==> config.mk <==
export PLATFORM = sky130hd
export DESIGN_NAME = reset_pulse_ext
export DESIGN_NICKNAME = d
export VERILOG_FILES = /design/src/rtl/reset_pulse_ext.sv
export SDC_FILE = /design/constraint.sdc
export NUM_CORES = 1
export LEC_CHECK = 0
export BUFFER_PORTS_ARGS = -buffer_cell sky130_fd_sc_hd__buf_2
export CAP_MARGIN = 10
export CORE_AREA = 2 2 39 41
export DETAILED_ROUTE_END_ITERATION = 12
export DIE_AREA = 0 0 41 43
export HOLD_SLACK_MARGIN = 0.03
export PLACE_DENSITY = 0.32
export SLEW_MARGIN = 20
export SYNTH_ARGS = -nofsm -noshare
export SYNTH_HDL_FRONTEND = slang
export SYNTH_SLANG_ARGS = --single-unit
==> constraint.sdc <==
create_clock -name clock_50 -period 1.2 [get_ports clock_50]
set_clock_uncertainty 0.15 [all_clocks]
set_input_delay 0.24 -clock clock_50 [delete_from_list [all_inputs] [get_ports clock_50]]
set_output_delay 0.24 -clock clock_50 [all_outputs]
set_load 0.02 [all_outputs]
==> src/rtl/reset_pulse_ext.sv <==
// ========================================================================
// reset_pulse_ext
// rising edge of a reset request gives a pulse of PULSE_EXT cycles
// ========================================================================

module reset_pulse_ext #(
  parameter int PULSE_EXT = 6  // pulse length in cycles
) (
  input  logic clock_50,
  input  logic rst_n,
  input  logic signal_in,
  output logic pulse_out
);

  localparam int CNT_W = $clog2(PULSE_EXT + 1);

  logic             signal_q;   // first stage
  logic             signal_qq;  // previous value, for edge detect
  logic [CNT_W-1:0] count;      // cycles of pulse left

  always_ff @(posedge clock_50) begin
    if (!rst_n) begin
      signal_q  <= 1'b0;
      signal_qq <= 1'b0;
      count     <= '0;
    end else begin
      signal_q  <= signal_in;
      signal_qq <= signal_q;
      if (count != '0) count <= count - 1'b1;            // edges ignored here
      else if (signal_q && !signal_qq) count <= CNT_W'(PULSE_EXT);
    end
  end

  assign pulse_out = (count != '0);

endmodule

# ---- Word-level counts from Yosys, hierarchy flattened
# Cells that the tools add are included.
dict set report classes {
  addsub 1
  multipliers 0
  div_mod_pow 0
  magnitude_cmp 0
  eq_ne 0
  shifts 0
  mux 2
  bitwise 0
  n_reduce_logical 4
}
# operator n
set ops {}
lappend ops {{two-way mux 3 bit} 2}
lappend ops {{nonzero test 3 bit} 1}
lappend ops {{subtractor 3 x 1 -> 3 bit, second input constant} 1}
lappend ops {{nonzero test 2 bit} 1}
lappend ops {{logical AND 1 bit} 1}
lappend ops {{zero test 1 bit} 1}
dict set report word_totals {
  regBits 5
  latchBits 0
  ramBits 0
  rom_bits 0
  inputBits 3
  out_inout_bits 1
  elab_cells 10
  n_memories 0
}

# ---- Longest topological paths before layout
# Gate-level depths: netlist of the first run.
dict set report depth {
  depth_word 4
  mapped_depth 5
  depth_no_buf 5
}

# ---- Worst setup path after synthesis of the first run
# OpenSTA, ideal clock, no wires.
dict set report synth_timing {
  path_kind {reg-to-reg}
  start {register count[0]}
  end {register count[2]}
  setup_ps 116
  t_arrival_ps 1021
  slack_ps -86
  stages_incl_launch_ff 6
  path_buffers 0
  synth_period_minus_slack_ps 1286
  cell_sequence {dfxtp_1 inv_1 ha_1 nand2b_4 a21o_1 and3_1}
}
dict set report synth_via {
  elab_chain_len 2
}
# element line
set synth_lines {}
lappend synth_lines {{from (decl)} 19} ;# logic [CNT_W-1:0] count;
lappend synth_lines {{from (signal assigned)} 29} ;# if (count != '0) count <= count - 1'b1;
lappend synth_lines {{from (signal assigned)} 30} ;# else if (signal_q && !signal_qq) count <= CNT_W'(PULSE_EXT);
lappend synth_lines {{nonzero test 3 bit (*)} -}
lappend synth_lines {{net pulse_out} 12} ;# output logic pulse_out
lappend synth_lines {{two-way mux 3 bit or nonzero test 2 bit (tied branches)} -}
# The timed path passes the listed nets; every way through them passes the cells marked *.
# A chain may end at the register's enable or synchronous reset.

# ---- Worst setup path after layout of the first run
dict set report layout_timing {
  start {register count[1]}
  end {output pulse_out}
}
dict set report layout_via {
  elab_chain_len 1
}
# element line
set layout_lines {}
lappend layout_lines {{nonzero test 3 bit} 34} ;# assign pulse_out = (count != '0);
lappend layout_lines {{to (decl)} 12}
# No other way between the ends.

==> results.yml, run 1 <==
floorplan:
  coreArea_um2: 1384
  die_w_um: 41
  io_pins: 4
  initial_core_util_pct: 15.91
  fp.dieH_um: 43
  row_count: 14
  die_area_um2: 1763
route:
  vias: 178
  drt_iter0_markers: 7
  dr.pass1.iters: 4
  post-route-drc-count: 0
  antenna_left: 0
  viasPerCell: 3.560
  wl_um: 375
  wl_per_cell_um: 7.500
clocking:
  cts.sinks: 5
  htreeDepth: 1
  root_buffer: "clkbuf_4"
  cts_tree: "yes"
  clk_latency_ns: 0.24
  cts_buffers: 3
  hold_buffers: 0
  clockBufferDepth: 2
  clkTransAtPathRegs_ns: 0.04
flow_run:
  max_cap_violations: 0
setup_path:
  cpPeakStageDelay_ns: 0.32
  critPathMaxFanout: 2
  startpoint_type: "register"
  crit_arrival_ns: 0.96
  cp-end-kind: "primary output"
  r2r_cells: 6
  ff2ff_setup_slack_ns: -0.11
  path_buf_inv: 2
  critPathTopFamily: "flip-flops"
  crit_required_ns: 0.81
  cpMaxStageDelayCell: "dfxtp_2"
  timing.rr.start: "count[1]"
  reg2reg_to: "count[2]"
  worstPathCellList: "inv_2 -> ha_4 -> nand2b_4 -> buf_6"
  criticalPathCategory: "reg2out"
logic_synthesis:
  syn_nets: 28
  syn_inst: 23
  ys_types: 14
  synth_warnings: 0
  ys_ff_latch: 5
  synth_area_um2: 220.2
  seq_area_frac_synth_pct: 45.45
  synth_area_per_cell_um2: 9.574
timing:
  setup_viol: 4
  final-hold-violation-count: 0
  worst_pin_slew_ns: 0.1456
  fin_ws_ns: -0.1454
  finalCritPeriodShare_pct: 112.1
  rsz0062_at_grt: "yes"
  maxSlewViolCount: 0
  period_minus_slack_ns: 1.345
  fmax_mhz: 743.3
  setup_tns_ns: -0.4090
  slew_headroom_pct: 90.22
global_routing:
  track_usage_pct: 6.012
  gr-total-overflow: 0
  grt_pass1_wl_um: 655
  grt_pass1_vias: 184
  antenna_found_initial: 0
  grt_max_degree: 8
cells_and_area:
  fin_util_pct: 24.05
  areaGrowthSynthToFinish_pct: 51.14
  final_cell_area_um2: 332.8
  ff_latch_area_um2: 102.6
  drive_above_1_share_pct: 47.06
  n_antenna_cell: 0
  layout_commonest_cell: "buf_4"
  multi_input_area_um2: 121.4
  final_nets: 40
  mostFrequentLayoutCells: "4 x buf_4, 3 x clkbuf_4, 3 x dfxtp_1"
  fillers: 151
power_and_ir_drop:
  p_leak_nw: 0.1507
  p_per_area_nw_per_um2: 2707
  ir_drop_uv: 660.8
worst_hold_path:
  hold_path_end: "signal_q"
  hold_class: "in2reg"
  holdPathStages: 2
  worstHoldStart: "signal_in"
placement:
  place_congestion: 0.7356
  placement.io_buffers: 3
  placed_area_um2: 267.8
  place_ws_ns: 0.004226
run_status:
  violations: "negative setup slack"
  status: "finished, violations left"
through the flow:
stage | cells | total power, W | hold slack, ns
detailed placement | 42 | 0.0005821 | 0.3013
global placement | 42 | 0.0005770 | 0.2948
global route | 50 | 0.0009822 | 0.06651
finish | 50 | 0.0009010 | 0.05736
CTS | 49 | 0.0008875 | 0.04929
floorplan | 23 | 0.0005051 | 0.2117
area by class of cell:
| cell class | count | share of cell area, % |
|---|---|---|
| clock buffers | 4 | 7.895 |
| inverters | 3 | 3.383 |
| multi-input cells | 15 | 36.47 |
| flip-flops and latches | 5 | 30.83 |
| well taps | 16 | 6.015 |
| repair buffers | 7 | 15.41 |
metal layers:
metal | GRT usage (%) | share of wire [%] | vias up
met3 | 1.571 | 4.8 | 0
met4 | 8.000 | 0 | 0
li1 | - | - | 97
met5 | 0 | 0 | -
met2 | 8.125 | 46 | 4
met1 | 6.070 | 49 | 77
registers in the layout, indices dropped and copies added, names as in the netlist:
name,cells
count,3
signal_q,1
signal_qq,1
logic make-up (layout without fill, tap and decap cells):
logic type	Yosys count	after routing	share of synthesized area (%)
compound gates	3	3	7.951
fa+ha+maj	2	2	11.36
buf+inv	3	14	5.113
flops	5	5	45.46
mux	1	1	4.546
simple gates	9	9	25.57
repair_timing:
action / CTS / global route
buffers inserted: 3 / 1
resized for setup: 4 / 0
setup endpoints to repair: 1 / 4
cloned: 0 / 0
pin swaps: 2 / 1
synth_stat cells:
library cell / number / share of area, %
nand2b_4: 1 / 6.2
inv_1: 3 / 5.1
nor3_1: 1 / 2.3
dfxtp_1: 5 / 45
nand3_1: 1 / 2.3
mux2i_1: 1 / 4.5
and2_1: 2 / 5.7
a21o_1: 1 / 3.4
ha_1: 2 / 11
nand2b_1: 1 / 2.8
and3_1: 1 / 2.8
o21ai_1: 1 / 2.3
nand2_1: 2 / 3.4
a21oi_1: 1 / 2.3
worst max path at each step:
| stage | start | end | depth (start not counted) |
|---|---|---|---|
| 2_1_floorplan | count[1] | count[2] | 5 |
| 3_3_place_gp | count[0] | count[2] | 5 |
| 3_5_place_dp | count[1] | count[2] | 5 |
| 4_1_cts | count[0] | pulse_out | 4 |
| 5_1_grt | count[1] | pulse_out | 4 |
| 6_report | count[1] | pulse_out | 4 |
worst register-to-register path, stage by stage, from the launching register on:
cell and delay (ns):
dfxtp_2 0.32, inv_2 0.07, ha_4 0.15, nand2b_4 0.05, buf_4 0.14, a21o_1 0.18
and3_1 0.14
power breakdown:
group	switching (W)	internal (W)	total [W]
clock	0.0000660	0.000126	0.000192
combinational	0.000194	0.000270	0.000465
sequential	0.0000268	0.000218	0.000245
total	0.000287	0.000614	0.000901
Note: power is estimated with default switching activity, not from simulation.
==> run 2: changes to the inputs <==
==> constraint.sdc (replaced) <==
create_clock -name clock_50 -period 1.1 [get_ports clock_50]
set_clock_uncertainty 0.15 [all_clocks]
set_input_delay 0.22 -clock clock_50 [delete_from_list [all_inputs] [get_ports clock_50]]
set_output_delay 0.22 -clock clock_50 [all_outputs]
set_load 0.02 [all_outputs]
==> run 2 against run 1 <==
The run still ends with negative setup slack left. Utilization is 0.45 points higher. Worst setup slack lost 0.081 ns. Die area is the same. Register-to-register slack lost 0.07 ns. Hold slack gained 0.066 ns. Sequential share of layout area fell by 0.57 points. Largest cell class unchanged.
==> results.yml, run 2 (synthesis results as in run 1) <==
run_status:
  status: "finished, violations left"
  violations: "negative setup slack"
route:
  wl_per_cell_um: 7.600
  antenna_left: 0
  drt_iter0_markers: 7
  m1WireLength_um: 187
  dr.pass1.iters: 4
  post-route-drc-count: 0
  route.met2.wl_um: 174
  wl_um: 380
  met3_wirelength_um: 18
  viasPerCell: 3.480
  vias: 174
  topRoutingLayerUsed: "met3"
cells_and_area:
  drive_above_1_share_pct: 44.12
  n_antenna_cell: 0
  finalNonFillerCells: 50
  mostFrequentLayoutCells: "3 x clkbuf_4, 3 x dfxtp_1"
  fillers: 151
  reg.largest.list: "count: 3 flops, signal_q: 1 flops, signal_qq: 1 flops"
  final_nets: 40
  largest_register_ffs: 3
  regMostFlops: "count"
  areaGrowthSynthToFinish_pct: 53.98
clocking:
  cts_buffers: 3
  root_buffer: "clkbuf_4"
  htreeDepth: 1
  clkTransAtPathRegs_ns: 0.04
  cts_tree: "yes"
  clk_latency_ns: 0.24
  clockBufferDepth: 2
  cts.sinks: 5
timing:
  worst_pin_slew_ns: 0.1455
  setup_viol: 4
  finalCritPeriodShare_pct: 120.6
  final-hold-violation-count: 0
  fmax_mhz: 753.9
  fin_ws_ns: -0.2264
  slew_headroom_pct: 90.22
  rsz0062_at_grt: "yes"
  maxSlewViolCount: 0
  period_minus_slack_ns: 1.326
power_and_ir_drop:
  ir_drop_uv: 737.5
  p_leak_nw: 0.1515
  p_clk_share_pct: 21.4
  combPwrFrac_pct: 51.2
  p_sw_share_pct: 32.13
  finalPower_w: 0.0009762
  p_per_area_nw_per_um2: 2879
  seqPwrFrac_pct: 27.4
  p_int_w: 0.0006626
  p_switching_w: 0.0003136
setup_path:
  startpoint_type: "register"
  ff2ff_setup_slack_ns: -0.18
  timing.rr.start: "count[0]"
  crit_arrival_ns: 0.96
  r2r_cells: 6
  reg2reg_to: "count[2]"
  crit_required_ns: 0.73
  critPathMaxFanout: 2
  criticalPathCategory: "reg2out"
  cp-end-kind: "primary output"
floorplan:
  row_count: 14
  die_area_um2: 1763
  die_w_um: 41
  io_pins: 4
  fp.dieH_um: 43
  coreArea_um2: 1384
  initial_core_util_pct: 15.91
global_routing:
  track_usage_pct: 6.012
  antenna_found_initial: 0
  grt_pass1_vias: 184
  gr-total-overflow: 0
  grt_max_degree: 8
  grt_pass1_wl_um: 655
worst_hold_path:
  worstHoldStart: "rst_n"
  hold_path_end: "signal_q"
  hold_class: "in2reg"
  holdPathStages: 2
placement:
  placement.io_buffers: 3
  place_congestion: 0.7356
  dp_cells: 42
flow_run:
  max_cap_violations: 0
run 2: cell types whose count changed in the layout (fill, tap and decap cells not counted):
cell and change:
buf_4 -2, buf_6 +1, dlygate4sd3_1 +1
run 2: routing by layer:
layer / vias to the layer above / global-route usage (%)
met2: 4 / 8.125
met5: - / 0
met4: 0 / 8.000
met1: 74 / 6.070
li1: 96 / -
met3: 0 / 1.571
run 2: layout make-up:
class	instances	area [um^2]	area share, %
tap	16	20.02	5.904
timing repair buffer	7	57.56	16.97
inverter	3	11.26	3.321
clock buffer	4	26.28	7.749
sequential	5	102.6	30.26
multi-input combinational	15	121.4	35.79
run 2: power by group through the flow:
| stage | logic, W | registers, W | clock network [W] |
|---|---|---|---|
| floorplan | 0.000292 | 0.000259 | 0 |
| global placement | 0.000365 | 0.000264 | 0 |
| detailed placement | 0.000370 | 0.000265 | 0 |
| CTS | 0.000483 | 0.000267 | 0.000221 |
| global route | 0.000563 | 0.000273 | 0.000228 |
| finish | 0.000500 | 0.000268 | 0.000209 |
run 2: worst max-delay path by stage:
stage                     slack, ns     start  depth (start not counted)   endpoint
after global placement         -0.1  count[0]                          5   count[2]
after global routing          -0.27  count[0]                          6   count[2]
after floorplan               -0.07  count[1]                          5   count[2]
after CTS                     -0.23  count[0]                          4  pulse_out
final                         -0.23  count[1]                          4  pulse_out
after detailed placement       -0.1  count[1]                          5   count[2]
run 2: worst max-delay path, stage by stage, from the launching register on:
cell	delay [ns]
dfxtp_2	0.33
inv_2	0.05
ha_4	0.16
nand2b_4	0.07
buf_6	0.11
run 2: timing repair:
action | CTS | global route
setup buffers | 3 | 0
setup endpoints to repair | 4 | 4
hold endpoints to repair | 1 | 0
pin swaps | 2 | 0
gates resized for setup | 4 | 1
hold buffers | 1 | 0
cloned | 0 | 0
run 2: per-stage QoR:
stage | worst slack [ns] | TNS [ns] | instance area, um^2 | util, % | hold WS (ns)
after CTS | -0.2291 | -0.7920 | 335.3 | 24.23 | 0.1232
after global routing | -0.2692 | -0.9753 | 339.1 | 24.50 | 0.1421
final | -0.2264 | -0.7090 | 339.1 | 24.50 | 0.1235
after global placement | -0.09886 | -0.2284 | 267.8 | 19.35 | 0.2788
after detailed placement | -0.09577 | -0.2718 | 267.8 | 19.35 | 0.2847
after floorplan | -0.07027 | -0.1179 | 232.7 | - | 0.1917
